===== src/verilog/qla_config.svh =====
/*
 * constants for the qla register hub and current safety path
 * current words are 16-bit offset binary, 16'h8000 is zero current
 * only the main address space is decoded, other spaces read as zero
 */

`ifndef QLA_CONFIG_SVH
`define QLA_CONFIG_SVH

// ----------------------------------------------------------------------
// board geometry
`define QLA_NUM_AXES            4           // motor axes, channels 1..4
`define QLA_CUR_W               16          // adc/dac current word width
`define QLA_CUR_ZERO            16'h8000    // offset-binary zero current

// ----------------------------------------------------------------------
// register address fields
// addr[15:12] space, addr[7:4] channel, addr[3:0] offset
`define QLA_SPACE_MAIN          4'd0        // main register space
`define QLA_OFF_ADC_DATA        4'd0        // axis feedback readback
`define QLA_OFF_DAC_CTRL        4'd1        // axis current command
`define QLA_OFF_STATUS          4'd0        // board status, channel 0

// ----------------------------------------------------------------------
// safety check
`define QLA_SAFETY_MARGIN       16'd256     // slack above 2x command
`define QLA_SAFETY_TRIP_COUNT   3           // consecutive bad samples to trip

`endif


===== src/verilog/qla_pkg.sv =====
/*
 * shared types for the qla current path
 * per-axis structs keep axis 1 in the lowest field / bit
 * magnitude of 16'h0000 is 32768, so it still fits 16 bits
 */

`include "qla_config.svh"

package qla_pkg;

    // one offset-binary current word
    typedef logic [`QLA_CUR_W-1:0] cur_word_t;

    // unsigned distance from zero current
    typedef logic [`QLA_CUR_W-1:0] cur_mag_t;

    // one word per axis, ax[1] sits in the low 16 bits
    typedef struct packed {
        cur_word_t [`QLA_NUM_AXES:1] ax;
    } axis_cur_t;

    typedef struct packed {
        cur_mag_t [`QLA_NUM_AXES:1] ax;
    } axis_mag_t;

    // one flag per axis, ax[1] is bit 0
    typedef struct packed {
        logic [`QLA_NUM_AXES:1] ax;
    } axis_bits_t;

    // per-axis excess current tracker
    typedef enum logic [1:0] {
        SAFE_OK      = 2'd0,    // last sample fine
        SAFE_WATCH   = 2'd1,    // counting excess samples
        SAFE_TRIPPED = 2'd2     // amp disabled until cleared
    } safety_state_e;

    // axis register offsets, status shares offset 0 on channel 0
    typedef enum logic [3:0] {
        OFF_ADC_DATA = `QLA_OFF_ADC_DATA,
        OFF_DAC_CTRL = `QLA_OFF_DAC_CTRL
    } reg_off_e;

    // |w - zero|, below zero goes the other way round
    function automatic cur_mag_t cur_mag(input cur_word_t w);
        cur_mag_t m;
        if (w >= `QLA_CUR_ZERO)
            m = w - `QLA_CUR_ZERO;
        else
            m = `QLA_CUR_ZERO - w;
        return m;
    endfunction

endpackage


===== src/verilog/adc_feedback.sv =====
/*
 * current feedback capture
 * adc_strobe is a one-cycle pulse with all four adc words valid
 * the whole set is taken at once, a strobe every cycle is fine
 * fb_valid follows one cycle later, in step with cur_fb and fb_mag
 */

`include "qla_config.svh"

module adc_feedback (
    input  logic                 sysclk,
    input  logic                 rst,
    input  logic                 adc_strobe,   // new conversion set
    input  qla_pkg::axis_cur_t   adc_cur,
    output qla_pkg::axis_cur_t   cur_fb,       // last captured set
    output qla_pkg::axis_mag_t   fb_mag,
    output logic                 fb_valid      // one-cycle sample pulse
);

    import qla_pkg::*;

    // ----------------------------------------------------------------------
    // capture stage
    // magnitudes come from the raw inputs so they line up with cur_fb
    always_ff @(posedge sysclk) begin
        if (rst) begin
            for (int i = 1; i <= `QLA_NUM_AXES; i++) begin
                cur_fb.ax[i] <= `QLA_CUR_ZERO;
                fb_mag.ax[i] <= '0;
            end
        end else if (adc_strobe) begin
            for (int i = 1; i <= `QLA_NUM_AXES; i++) begin
                cur_fb.ax[i] <= adc_cur.ax[i];
                fb_mag.ax[i] <= cur_mag(adc_cur.ax[i]);
            end
        end
    end

    // sample pulse for the safety monitor
    always_ff @(posedge sysclk) begin
        if (rst)
            fb_valid <= 1'b0;
        else
            fb_valid <= adc_strobe;     // high only for strobed cycles
    end

endmodule


===== src/verilog/board_regs.sv =====
/*
 * channel 0 board status and the read data mux
 * status write: wdata[3:0] is the amp enable request, and every 1 bit
 * also pulses clear_disable for that axis in the write cycle
 * reads are combinational from registered state, other spaces read 0
 */

`include "qla_config.svh"

module board_regs (
    input  logic                 sysclk,
    input  logic                 rst,
    input  logic                 reg_wen,
    input  logic [15:0]          reg_waddr,
    input  logic [31:0]          reg_wdata,
    input  logic [15:0]          reg_raddr,
    output logic [31:0]          reg_rdata,
    input  logic [3:0]           wenid,          // rotary switch, active low
    input  qla_pkg::axis_cur_t   cur_cmd,
    input  qla_pkg::axis_cur_t   cur_fb,
    input  qla_pkg::axis_bits_t  amp_disable,
    output qla_pkg::axis_bits_t  clear_disable,
    output qla_pkg::axis_bits_t  amp_enable
);

    import qla_pkg::*;

    // ----------------------------------------------------------------------
    // status write
    logic       status_wr;
    axis_bits_t amp_req_q;      // host enable request

    assign status_wr = reg_wen &&
                       (reg_waddr[15:12] == `QLA_SPACE_MAIN) &&
                       (reg_waddr[7:4] == 4'd0) &&
                       (reg_waddr[3:0] == `QLA_OFF_STATUS);

    always_ff @(posedge sysclk) begin
        if (rst)
            amp_req_q <= '0;
        else if (status_wr)
            amp_req_q.ax <= reg_wdata[`QLA_NUM_AXES-1:0];
    end

    // clear pulse rides the write cycle itself
    assign clear_disable.ax = status_wr ? reg_wdata[`QLA_NUM_AXES-1:0] : '0;
    assign amp_enable.ax    = amp_req_q.ax & ~amp_disable.ax;  // tripped axes masked

    // ----------------------------------------------------------------------
    // read mux
    logic [3:0] rchan;
    reg_off_e   roff;

    assign rchan = reg_raddr[7:4];
    assign roff  = reg_off_e'(reg_raddr[3:0]);

    always_comb begin
        reg_rdata = '0;
        if (reg_raddr[15:12] == `QLA_SPACE_MAIN) begin
            if (rchan == 4'd0) begin
                if (reg_raddr[3:0] == `QLA_OFF_STATUS)
                    reg_rdata = {4'd0, ~wenid, 16'd0, amp_req_q.ax, amp_disable.ax};
            end else begin
                for (int i = 1; i <= `QLA_NUM_AXES; i++) begin
                    if (rchan == 4'(i)) begin
                        case (roff)
                            OFF_ADC_DATA: reg_rdata = {16'd0, cur_fb.ax[i]};
                            OFF_DAC_CTRL: reg_rdata = {16'd0, cur_cmd.ax[i]};
                            default:      reg_rdata = '0;   // unmapped offset
                        endcase
                    end
                end
            end
        end
    end

endmodule


===== src/verilog/dac_cmd_regs.sv =====
/*
 * per-axis current command registers
 * written at main space, channel 1..4, offset dac_ctrl, wdata[15:0]
 * command and magnitude are both registered, visible the cycle after
 * the write; no spi side here, the commands leave as parallel words
 */

`include "qla_config.svh"

module dac_cmd_regs (
    input  logic                 sysclk,
    input  logic                 rst,
    input  logic                 reg_wen,
    input  logic [15:0]          reg_waddr,
    input  logic [31:0]          reg_wdata,
    output qla_pkg::axis_cur_t   cur_cmd,    // commands, offset binary
    output qla_pkg::axis_mag_t   cmd_mag     // |cmd - zero| per axis
);

    import qla_pkg::*;

    // ----------------------------------------------------------------------
    // write decode
    logic       wr_main;        // write hits the main space at dac_ctrl
    logic [3:0] wr_chan;

    assign wr_chan = reg_waddr[7:4];
    assign wr_main = reg_wen &&
                     (reg_waddr[15:12] == `QLA_SPACE_MAIN) &&
                     (reg_waddr[3:0] == OFF_DAC_CTRL);

    // new word straight from the bus
    cur_word_t wr_word;
    assign wr_word = reg_wdata[`QLA_CUR_W-1:0];

    // ----------------------------------------------------------------------
    // command storage
    always_ff @(posedge sysclk) begin
        if (rst) begin
            for (int i = 1; i <= `QLA_NUM_AXES; i++) begin
                cur_cmd.ax[i] <= `QLA_CUR_ZERO;    // zero current
                cmd_mag.ax[i] <= '0;
            end
        end else begin
            for (int i = 1; i <= `QLA_NUM_AXES; i++) begin
                if (wr_main && (wr_chan == 4'(i))) begin
                    cur_cmd.ax[i] <= wr_word;
                    cmd_mag.ax[i] <= cur_mag(wr_word);  // same stage as cmd
                end
            end
        end
    end

endmodule


===== src/verilog/qla_top.sv =====
/*
 * qla current path top level
 * command regs and feedback capture run side by side, the safety
 * monitor combines them, board regs close the loop to the host bus
 * single clock domain, strobes and levels only, no handshake
 */

module qla_top (
    input  logic                 sysclk,
    input  logic                 rst,

    // host register bus
    input  logic                 reg_wen,     // one-cycle write strobe
    input  logic [15:0]          reg_waddr,
    input  logic [31:0]          reg_wdata,
    input  logic [15:0]          reg_raddr,
    output logic [31:0]          reg_rdata,   // combinational read result

    input  logic [3:0]           wenid,       // board id switch

    // parallel adc set
    input  logic                 adc_strobe,
    input  qla_pkg::axis_cur_t   adc_cur,

    // amplifier control
    output qla_pkg::axis_bits_t  amp_enable,
    output qla_pkg::axis_bits_t  amp_disable
);

    import qla_pkg::*;

    // ----------------------------------------------------------------------
    // internal wires
    axis_cur_t  cur_cmd;
    axis_mag_t  cmd_mag;
    axis_cur_t  cur_fb;
    axis_mag_t  fb_mag;
    logic       fb_valid;
    axis_bits_t clear_disable;     // status write to safety monitor

    // command path
    dac_cmd_regs u_dac (
        .sysclk    (sysclk),
        .rst       (rst),
        .reg_wen   (reg_wen),
        .reg_waddr (reg_waddr),
        .reg_wdata (reg_wdata),
        .cur_cmd   (cur_cmd),
        .cmd_mag   (cmd_mag)
    );

    // feedback path
    adc_feedback u_adc (
        .sysclk     (sysclk),
        .rst        (rst),
        .adc_strobe (adc_strobe),
        .adc_cur    (adc_cur),
        .cur_fb     (cur_fb),
        .fb_mag     (fb_mag),
        .fb_valid   (fb_valid)
    );

    // ----------------------------------------------------------------------
    // safety and board registers
    safety_monitor u_safe (
        .sysclk        (sysclk),
        .rst           (rst),
        .fb_valid      (fb_valid),
        .fb_mag        (fb_mag),
        .cmd_mag       (cmd_mag),
        .clear_disable (clear_disable),
        .amp_disable   (amp_disable)
    );

    board_regs u_chan0 (
        .sysclk        (sysclk),
        .rst           (rst),
        .reg_wen       (reg_wen),
        .reg_waddr     (reg_waddr),
        .reg_wdata     (reg_wdata),
        .reg_raddr     (reg_raddr),
        .reg_rdata     (reg_rdata),
        .wenid         (wenid),
        .cur_cmd       (cur_cmd),
        .cur_fb        (cur_fb),
        .amp_disable   (amp_disable),
        .clear_disable (clear_disable),
        .amp_enable    (amp_enable)
    );

endmodule


===== src/verilog/safety_monitor.sv =====
/*
 * per-axis excess current check
 * a sample is bad when |fb| > 2*|cmd| + margin, done in 18 bits
 * trip count consecutive bad samples latch amp_disable for the axis
 * clear_disable wins over a sample in the same cycle
 */

`include "qla_config.svh"

module safety_monitor (
    input  logic                 sysclk,
    input  logic                 rst,
    input  logic                 fb_valid,       // sample strobe
    input  qla_pkg::axis_mag_t   fb_mag,
    input  qla_pkg::axis_mag_t   cmd_mag,
    input  qla_pkg::axis_bits_t  clear_disable,  // pulse from status write
    output qla_pkg::axis_bits_t  amp_disable     // level, high when tripped
);

    import qla_pkg::*;

    localparam int LIM_W = `QLA_CUR_W + 2;                       // 2x + margin headroom
    localparam int CNT_W = $clog2(`QLA_SAFETY_TRIP_COUNT + 1);

    // ----------------------------------------------------------------------
    // threshold compare
    logic [LIM_W-1:0]         limit [1:`QLA_NUM_AXES];
    logic [`QLA_NUM_AXES:1]   excess;

    always_comb begin
        for (int i = 1; i <= `QLA_NUM_AXES; i++) begin
            limit[i]  = {1'b0, cmd_mag.ax[i], 1'b0} + LIM_W'(`QLA_SAFETY_MARGIN);
            excess[i] = {2'b00, fb_mag.ax[i]} > limit[i];
        end
    end

    // ----------------------------------------------------------------------
    // per-axis state machines
    safety_state_e            state_q [1:`QLA_NUM_AXES];
    logic [CNT_W-1:0]         cnt_q   [1:`QLA_NUM_AXES];  // consecutive bad samples

    always_ff @(posedge sysclk) begin
        if (rst) begin
            for (int i = 1; i <= `QLA_NUM_AXES; i++) begin
                state_q[i] <= SAFE_OK;
                cnt_q[i]   <= '0;
            end
        end else begin
            for (int i = 1; i <= `QLA_NUM_AXES; i++) begin
                if (clear_disable.ax[i]) begin
                    state_q[i] <= SAFE_OK;      // host clear, start over
                    cnt_q[i]   <= '0;
                end else if (fb_valid) begin
                    case (state_q[i])
                        SAFE_OK, SAFE_WATCH: begin
                            if (!excess[i]) begin
                                state_q[i] <= SAFE_OK;
                                cnt_q[i]   <= '0;
                            end else if (cnt_q[i] == CNT_W'(`QLA_SAFETY_TRIP_COUNT - 1)) begin
                                state_q[i] <= SAFE_TRIPPED;     // last one needed
                                cnt_q[i]   <= cnt_q[i] + 1'b1;
                            end else begin
                                state_q[i] <= SAFE_WATCH;
                                cnt_q[i]   <= cnt_q[i] + 1'b1;
                            end
                        end
                        SAFE_TRIPPED: ;                 // held until cleared
                        default: begin
                            state_q[i] <= SAFE_OK;      // unused encoding
                            cnt_q[i]   <= '0;
                        end
                    endcase
                end
            end
        end
    end

    // disable level straight from state
    always_comb begin
        for (int i = 1; i <= `QLA_NUM_AXES; i++)
            amp_disable.ax[i] = (state_q[i] == SAFE_TRIPPED);
    end

endmodule


===== config.mk =====
export PLATFORM = sky130hd
export DESIGN_NAME = qla_top
export DESIGN_NICKNAME = d
export VERILOG_FILES = /design/src/verilog/qla_pkg.sv /design/src/verilog/adc_feedback.sv /design/src/verilog/board_regs.sv /design/src/verilog/dac_cmd_regs.sv /design/src/verilog/qla_top.sv /design/src/verilog/safety_monitor.sv
export VERILOG_INCLUDE_DIRS = /design/src /design/src/verilog
export SDC_FILE = /design/constraint.sdc
export NUM_CORES = 1
export LEC_CHECK = 0
export CAP_MARGIN = 20
export CORE_UTILIZATION = 69
export DETAILED_ROUTE_END_ITERATION = 10
export DONT_BUFFER_PORTS = 1
export GPL_TIMING_DRIVEN = 1
export PLACE_DENSITY = 0.85
export SLEW_MARGIN = 20
export SYNTH_ARGS = -nofsm -noshare
export SYNTH_HDL_FRONTEND = slang
export SYNTH_SLANG_ARGS = --single-unit

===== constraint.sdc =====
create_clock -name sysclk -period 4.6 [get_ports sysclk]
set_input_delay 0.69 -clock sysclk [delete_from_list [all_inputs] [get_ports sysclk]]
set_output_delay 0.69 -clock sysclk [all_outputs]
set_load 0.1 [all_outputs]

After elaboration in Yosys (flattened, before gate mapping)
Memory sizes are Yosys's and may differ from the RTL's.
Cells that the tools add are included.
{ "word_totals": {"mem_count": 2, "reg_bits": 261, "ram_bits": 16, "elab_cells": 309, "output_inout_bits": 40} }
{ "op_classes": {"muxes": 171, "magnitude_cmp": 9, "n_reduce_logical": 26, "addsub": 18, "n_bitwise": 43, "n_eq_ne": 22} }
{ "memory_table": {"columns": ["memory", "words", "word_bits", "rd", "rd_ports_with_merged_regs", "wr", "line_no", "source"], "rows": [
  ["u_safe.cnt_q", 4, 2, 4, 0, 4, "safety_monitor.sv:40", "logic [CNT_W-1:0] cnt_q [1:`QLA_NUM_AXES];"],
  ["u_safe.state_q", 4, 2, 4, 0, 4, "safety_monitor.sv:39", "safety_state_e state_q [1:`QLA_NUM_AXES];"]
]} }
{ "op_table": {"columns": ["op", "count"], "rows": [
  ["$mux W32", 6],
  ["$pmux W16 S2", 4],
  ["$mux W1", 114],
  ["$ge A16 B16 Y1 const B", 5],
  ["$mux W16", 5],
  ["$mux W2", 40],
  ["$sub A16 B16 Y16 const A", 5],
  ["$sub A16 B16 Y16 const B", 5],
  ["$add A17 B9 Y18 const B", 4],
  ["$gt A16 B18 Y1", 4],
  ["$or A1 B1 Y1", 40],
  ["$mux W28", 1],
  ["$logic_not A4 Y1", 6],
  ["$eq A2 B2 Y1 const B", 8],
  ["$eq A4 B1 Y1 const B", 4],
  ["$eq A4 B2 Y1 const B", 4],
  ["$reduce_or A3 Y1", 4],
  ["$add A2 B1 Y2 const B", 4],
  ["$eq A2 B1 Y1 const B", 4],
  ["$eq A4 B3 Y1 const B", 2],
  ["$logic_and A1 B1 Y1", 8],
  ["$logic_not A2 Y1", 4],
  ["$not A4 Y4", 2],
  ["$reduce_or A2 Y1", 4],
  ["other kinds (2)", 2]
]} }

Depth between registers and ports, before layout
Gate-level depths: netlist (run 1).
{ "logic_depth": {"ltp_word": 13, "depth_mapped": 10, "depth_no_buf": 10} }

Modules after synthesis
Synthesis (run 1) repeated with hierarchy kept, for this count alone.
{ "hier_totals": {"hier_cells": 1785, "area_unflattened_um2": 15015.7} }
{ "by_module_without_submodules": {"columns": ["module", "seq_area_each_um2", "cells_per_inst", "n_inst", "area_per_inst_um2"], "rows": [
  ["adc_feedback", 2502.4, 620, 1, 5652.9],
  ["dac_cmd_regs", 2482.4, 582, 1, 4779.6],
  ["safety_monitor", 480.5, 323, 1, 2712.6],
  ["board_regs", 80.1, 260, 1, 1870.5]
]} }

Worst setup path after synthesis (run 1)
OpenSTA, ideal clock, no wires.
{ "synth_timing": {"path_type": "input to output", "startpoint": "input reg_raddr[1]", "endpoint": "output reg_rdata[15]", "required_time_ns": 3.910, "t_arrival_ns": 4.832, "path_buffers": 1, "path_slack_ns": -0.922, "stages": 6, "cell_sequence": "nor4_2 > clkbuf_1 > a22oi_1 > o22ai_1 > nor2_1 > nor4_1"} }
{ "synth_via": {"elab_chain_cells": 8, "elab_cells_between_ends": 12, "classes_between": "eq/ne: 1; mux: 10; reduce/logical: 1"} }
{ "synth_lines": {"columns": ["element", "line_no", "source"], "rows": [
  ["from (decl)", "qla_top.sv:16", "input logic [15:0] reg_raddr,"],
  ["$eq A4 B1 Y1 or $logic_not A4 Y1 (tied branches)", "board_regs.sv:66", "case (roff)"],
  ["$pmux W16 S2", "board_regs.sv:66", null],
  ["$mux W32 (3 in a row)", "board_regs.sv:65", "if (rchan == 4'(i)) begin"],
  ["$mux W32 (*)", "board_regs.sv:65", null],
  ["$mux W32 (*)", "board_regs.sv:60", "if (rchan == 4'd0) begin"],
  ["$mux W32 (*)", "board_regs.sv:59", "if (reg_raddr[15:12] == `QLA_SPACE_MAIN) begin"],
  ["to (decl)", "qla_top.sv:17", "output logic [31:0] reg_rdata,"]
]} }
Mark *: on every way between the ends. The rest lies on a longest branch, timed or not.

Final worst setup path (run 1)
{ "layout_timing": {"startpoint": "input reg_raddr[1]", "endpoint": "output reg_rdata[1]"} }
{ "layout_via": {"elab_chain_cells": 8, "elab_cells_between_ends": 13, "classes_between": "eq/ne: 1; mux: 11; reduce/logical: 1"} }
{ "layout_lines": {"columns": ["element", "line_no"], "rows": [
  ["$eq A4 B1 Y1 or $logic_not A4 Y1 (tied branches)", "board_regs.sv:66"],
  ["$pmux W16 S2", "board_regs.sv:66"],
  ["$mux W32 (4 in a row)", "board_regs.sv:65"],
  ["$mux W32 (*)", "board_regs.sv:60"],
  ["$mux W32 (*)", "board_regs.sv:59"]
]} }
Marks and branches as above.

==> key figures, run 1 <==
Worst setup path
  • CP startpoint: reg_raddr[1]
  • Crit Path Category: primary input to output port
  • Critical path's slowest cell: nor2_1
  • R2r setup slk: between 1.5 and 2 ns
  • Nature of the critical path startpoint: primary input
  • Worst reg2reg endpoint: u_safe.state_q[0][5]
  • Worst-path maximum fanout: 9
  • CP Data Required Time: 3.91 ns
  • Worst path depth: 5
  • Top delay family on crit path: simple AND/OR/NAND/NOR gates
  • Reg2Reg Depth: 9
  • RR Startpoint: u_dac.cmd_mag[25]
  • Crit. End Element: output port
  • Worst Path Buf+Inv: 1
  • Max incr delay on CP: roughly 0.67 ns
  • CP arrival: around 2.8 ns
  • Critical Path End: reg_rdata[1]
  • Crit path cell chain: or4_1 > nor2_1 > a21oi_1 > nor3_4 > buf_4

Yosys
  • Yosys reg bits: roughly 270
  • Synth cell types: 54
  • Synth area leaders: dfxtp_1, nor2_1, ha_1
  • Top_reg_cell synth: dfxtp_1
  • Synth warnings: 0
  • Asr flop ratio synth: 0
  • Area leader, netlist: dfxtp_1
  • Post-synth EDFFs: 16
  • Synthesized instance count: about 1700
  • Syn avg cell area: roughly 8.3 um^2
  • Yosys top cell area share: 0.359
  • Post-Syn Area: 14100 um^2
  • Sequential-to-total area share from yosys stat: 0.393

Cells and area
  • Ant diodes: 0
  • Fraction of layout cells with a size suffix above 1: 0.0616
  • Commonest cells after routing, fill and taps aside: dfxtp_1, nor2_1, nand2_1, a21oi_1, a211oi_1
  • Fillers: between 1000 and 1500
  • Final core utilization: 0.774
  • Commonest non-fill, non-tap cell in the layout: dfxtp_1
  • Final Net Count: 1860
  • Final Non-Filler Cells: 1938
  • Area Overhead vs Synth: 8.60%

Clocking
  • Post-CTS Setup Bufs: 0
  • Clock Path Buffers: 3
  • Worst skew pair latency: roughly 0.55 ns
  • H-tree depth: 1
  • CTS sink cnt: 269
  • Worst-path clk slew: approximately 0.060 ns
  • CTS Hold Bufs: 0
  • CTS Root Cell: clkbuf_16
  • Inserted Clock Buffers: 29
  • TritonCTS clock tree: yes
  • Total of cells resized after clock tree synthesis: 0

Pwr
  • Lkg Pwr: around 5.7 nW
  • PnR Total Power: 5.37 mW
  • Worst VDD drop: about 0.00034 V
  • P per Cell Area: 351 nW/um^2

Route
  • Via count: 12884
  • Drc violations: 0
  • Routed len/inst: about 22 um
  • ANT nets after route: 0
  • Via density: 6.65
  • Drt initial violations: 1690
  • Final wirelength: around 42 mm
  • Drt pass-1 iters: 6

Global route
  • Initial antenna violation count: 0
  • GRT Total Usage: 0.391
  • Largest net degree at the start of global routing: approximately 260
  • First-pass GRT wire length: between 60 and 70 mm
  • Overflow after GRT: 0
  • Number of global-route vias before repair: 12084

Place
  • Dpl cells: 1885
  • HPWL after DPL: approximately 29 mm
  • Number of buffers added on ports: 0
  • Final GP Congestion: between 0.9 and 1
  • Pre-CTS WS: approximately 1.2 ns

Floorplanning
  • Die span in y: 145 um
  • Cell Rows: 51
  • Top-Level Pins: between 150 and 200
  • Die Area: around 21000 um^2
  • Starting Density: 0.713
  • CORE AREA: roughly 20000 um^2
  • Chip width: 145 um

Timing
  • Setup TNS Final: 0 ns
  • Final count of hold timing violations: 0
  • Slew headroom: 0.241
  • Slew @ Worst Pin: approximately 1.1 ns
  • Endpoints failing setup: 0
  • Slew Viols, Final: 0
  • Worst Skew: 0.0176 ns
  • FMAX: 287 MHz
  • RSZ-0062 raised after global routing: false
  • Post-route worst setup slack: between 1 and 1.5 ns
  • Fin crit share: 0.756
  • Post-route minimum period: between 3 and 4 ns

Worst hold path
  • Worst hold-check path type: primary input to flop

Run status
  • Outcome: completed

Job
  • Number of max-cap violations: 0
-- registers in the layout, summed over array words and instances (netlist names) --
register and count:
u_dac.cmd_mag 64, u_safe.cnt_q 8, u_safe.state_q 8, u_adc.cur_fb 60, u_chan0.amp_req_q 4, u_adc.fb_mag 64
u_dac.cur_cmd 60, u_adc.fb_valid 1
-- cell usage after synthesis, drive strengths merged (2+ instances only) --
cell     instances
nand4           19
and4             2
and2             5
nand2          167
a31oi            9
nand2b          13
nor2           250
o21a             3
edfxtp          16
xnor2           54
o22ai            5
a311oi          14
a2111oi          4
a21oi          134
clkbuf          92
or4             11
nand3b           8
nor3            62
a211o            6
a22oi           21
nor2b            8
nor3b            4
and3            12
dfxtp          253
or3             15
nor4b            3
mux2i           67
inv             70
nor4            26
or2              3
a221oi          28
nand3           30
and3b            3
a21o            11
a211oi          84
nand4b           3
buf             35
a221o           16
xor2            21
a41oi            3
o21ai           35
ha              73
-- report_power, final --
| group | leakage (nW) | internal, mW | total, mW | switching, mW |
|---|---|---|---|---|
| clock | 0.480 | 1.40 | 2.36 | 0.960 |
| combinational | 3.00 | 0.201 | 0.512 | 0.311 |
| sequential | 2.24 | 2.44 | 2.50 | 0.0669 |
-- worst register-to-register path, cell delays in order (launching register included) --
cell and delay, ns:
dfxtp_1 0.43, and3_1 0.25, nor2b_1 0.22, and3_1 0.20, xnor2_1 0.14, ha_1 0.29
a211oi_1 0.27, o21ai_0 0.16, a211oi_1 0.50, nor3b_1 0.13
-- metrics by stage --
| stage | hold WS (ns) | area, um^2 |
|---|---|---|
| final | 0.218 | 15300 |
| after global routing | 0.206 | 15300 |
| after CTS | 0.231 | 15300 |
| after detailed placement | 0.442 | 14400 |
| after global placement | 0.434 | 14400 |
| after floorplan | 0.432 | 14200 |
-- cells by family after synthesis --
logic type	Yosys count	synth area share
other cells	1	0.000266
simple gates	646	0.211
buf+inv	197	0.0588
mux	68	0.0483
flops	269	0.393
xor+xnor	75	0.0466
fa+ha+maj	73	0.0648
compound gates	377	0.178
-- routing by layer --
layer | wire, um | up-vias | track usage
li1 | - | 5930 | -
met1 | 15800 | 6034 | 0.498
met2 | 19000 | 778 | 0.635
met3 | 5320 | 142 | 0.0893
met4 | 1910 | 0 | 0.170
met5 | 0 | - | 0
-- final cells by class --
cell class                      count  area (um^2)  share of cell area
Timing Repair Buffer               30          250              0.0163
Inverter                           70          263              0.0172
Sequential cell                   269         5550               0.362
Tap cell                          265          332              0.0216
Clock inverter                     11          111             0.00727
Clock buffer                       42          856              0.0559
Multi-Input combinational cell   1251         7960               0.520
-- worst min-delay path by stage --
stage                                 start              endpoint  slack (ns)  depth (start not counted)
after CTS                               rst  u_chan0.amp_req_q[3]        0.23                          1
final                                   rst     u_dac.cmd_mag[61]        0.22                          1
after global placement    u_dac.cur_cmd[34]     u_dac.cur_cmd[34]        0.43                          2
after floorplan           u_dac.cur_cmd[43]     u_dac.cur_cmd[43]        0.43                          2
after detailed placement  u_dac.cur_cmd[36]     u_dac.cur_cmd[36]        0.44                          2
after global routing                    rst  u_chan0.amp_req_q[3]        0.21                          1
(Power assumes the default switching activity.)
==> run 2, diff against run 1 <==
Settings changed: CORE_UTILIZATION 69 to 58, PLACE_DENSITY 0.85 to 0.76.
Clock period 4.6 ns to 2.8 ns, I/O delays scaled along.
==> run 2 against run 1 <==
  * The run now ends with hold timing left
  * Worst setup slack got worse by 0.93 ns
  * Non-clock buffer count rose by 40
  * Clock-buffer cell count down 2
  * Register-to-register slack worse by 1.6 ns
  * Clock skew shrank 0.0093 ns
  * Core utilization is 9.5 points lower
  * Critical path type is now flop to flop
  * Power rose by 68%
==> key figures, run 2 (same netlist as run 1, synthesis figures left out) <==
Pwr
  • Worst VDD drop: between 0.0004 and 0.0005 V
  • Lkg Pwr: about 6 nW
  • P per Cell Area: around 560 nW/um^2

Route
  • Drt pass-1 iters: 7
  • Final wirelength: between 40 and 50 mm
  • Via count: approximately 13000
  • Via density: 6.31
  • Met3 WL post-DR: approximately 4.7 mm
  • DR top layer: met4
  • Drc violations: 0
  • M1 WL: 17.1 mm
  • Drt initial violations: about 1200
  • ANT nets after route: 0
  • Met2 routed WL: a little under 20 mm
  • Routed len/inst: between 20 and 25 um

Floorplanning
  • Die span in y: ~160 um
  • Cell Rows: 56
  • Die Area: around 25000 um^2
  • Top-Level Pins: 176
  • Chip width: around 160 um
  • Starting Density: 0.596
  • CORE AREA: ~24000 um^2

Clocking
  • Worst skew pair latency: 0.55 ns
  • Clock Path Buffers: 3
  • Inserted Clock Buffers: 28
  • CTS Root Cell: clkbuf_16
  • CTS sink cnt: ~270
  • Worst-path clk slew: roughly 0.07 ns
  • TritonCTS clock tree: yes
  • H-tree depth: 1

Place
  • Final GP Congestion: 0.916
  • Pre-CTS WS: around 0.14 ns
  • HPWL after DPL: 29.4 mm
  • Number of buffers added on ports: 0

Run status
  • Outcome: complete, but fails checks
  • Failing checks: hold timing

Worst setup path
  • CP Data Required Time: ~3.2 ns
  • Worst Path Buf+Inv: 0
  • Max incr delay on CP: around 0.5 ns
  • Critical path's slowest cell: a2111oi_1
  • Worst-path maximum fanout: 6
  • Crit Path Category: flop to flop
  • Top delay family on crit path: simple AND/OR/NAND/NOR gates
  • Nature of the critical path startpoint: flop
  • Crit path cell chain: nand3_1 > nor2_1 > nand3_1 > xor2_1 > ha_1 > o21ai_0 > a2111oi_1 > nand2_1 > nor4b_1
  • CP arrival: 2.97 ns
  • Most frequent CP cell: nand3_1
  • Crit. End Element: flop

Cells and area
  • Fraction of layout cells with a size suffix above 1: 0.0806
  • Ant diodes: 0
  • Final core utilization: 0.679
  • Final Net Count: 1899
  • Commonest non-fill, non-tap cell in the layout: dfxtp_1
  • Area Overhead vs Synth: 14.0%
  • Fillers: between 1500 and 2000
  • Commonest cells after routing, fill and taps aside: dfxtp_1, nor2_1, nand2_1, a21oi_1, a211oi_1

Timing
  • RSZ-0062 raised after global routing: false
  • Slew Viols, Final: 0
  • Fin crit share: 0.931
  • WHS: -0.000689 ns
  • Slew headroom: 0.340
  • Slew @ Worst Pin: about 0.98 ns
  • Endpoints failing setup: 0
  • FMAX: between 300 and 400 MHz
  • Final count of hold timing violations: 1
  • Worst Skew: a little over 0.008 ns
  • Post-route worst setup slack: about 0.19 ns
  • Post-route minimum period: approximately 2.6 ns

Worst hold path
  • Worst hold-check path type: primary input to flop

Job
  • Number of max-cap violations: 0

Global route
  • First-pass GRT wire length: 64.4 mm
  • Initial antenna violation count: 0
  • GRT Total Usage: 0.343
  • Number of global-route vias before repair: around 12000
  • Largest net degree at the start of global routing: 179
  • Overflow after GRT: 0
-- run 2: layout make-up --
type                            instances  area (um^2)  area share
Clock buffer                           40          870      0.0541
Clock inverter                         12          119     0.00739
Inverter                               70          263      0.0163
Multi-Input combinational cell       1251         7980       0.496
Sequential cell                       269         5550       0.345
Tap cell                              319          399      0.0248
Timing Repair Buffer                   70          908      0.0565
-- run 2: worst paths after layout --
path,start,to,slack (ns),cells past startpoint
setup / recovery,u_dac.cmd_mag[57],u_safe.state_q[0][9],0.19,9
hold / removal,reg_wdata[10],u_dac.cur_cmd[58],-0.0007,2
setup reg to reg,u_dac.cmd_mag[57],u_safe.state_q[0][9],0.19,9
hold reg to reg,u_dac.cur_cmd[41],u_dac.cur_cmd[41],0.45,2
-- run 2: report_power, final --
group / internal, mW / leakage, nW / switching (mW)
logic: 0.364 / 3.28 / 0.591
clock network: 2.35 / 0.497 / 1.61
registers: 4.00 / 2.24 / 0.101
-- run 2: repair_timing --
action                                  in CTS  in global routing
resized for setup                            0                  2
hold buffers                                14                  1
endpoints found under the hold margin      107                  1
endpoints found under the setup margin       0                  7
setup buffers                                0                  0
-- run 2: layer usage --
metal	vias up	global-route usage
li1	6019	-
met1	6019	0.444
met2	634	0.534
met3	135	0.0849
met4	0	0.169
met5	-	0
-- run 2: through the flow --
step | TNS, ns | total power, mW | hold slack (ns) | area [um^2] | instances
2_1_floorplan | -1.81 | 4.94 | 0.432 | 14400 | 1717
3_3_place_gp | 0 | 4.99 | 0.438 | 14900 | 1964
3_5_place_dp | 0 | 5.02 | 0.445 | 14900 | 1964
4_1_cts | 0 | 9.01 | 0.0000305 | 16100 | 2030
5_1_grt | 0 | 9.27 | 0.00276 | 16100 | 2031
6_report | 0 | 9.02 | -0.000689 | 16100 | 2031
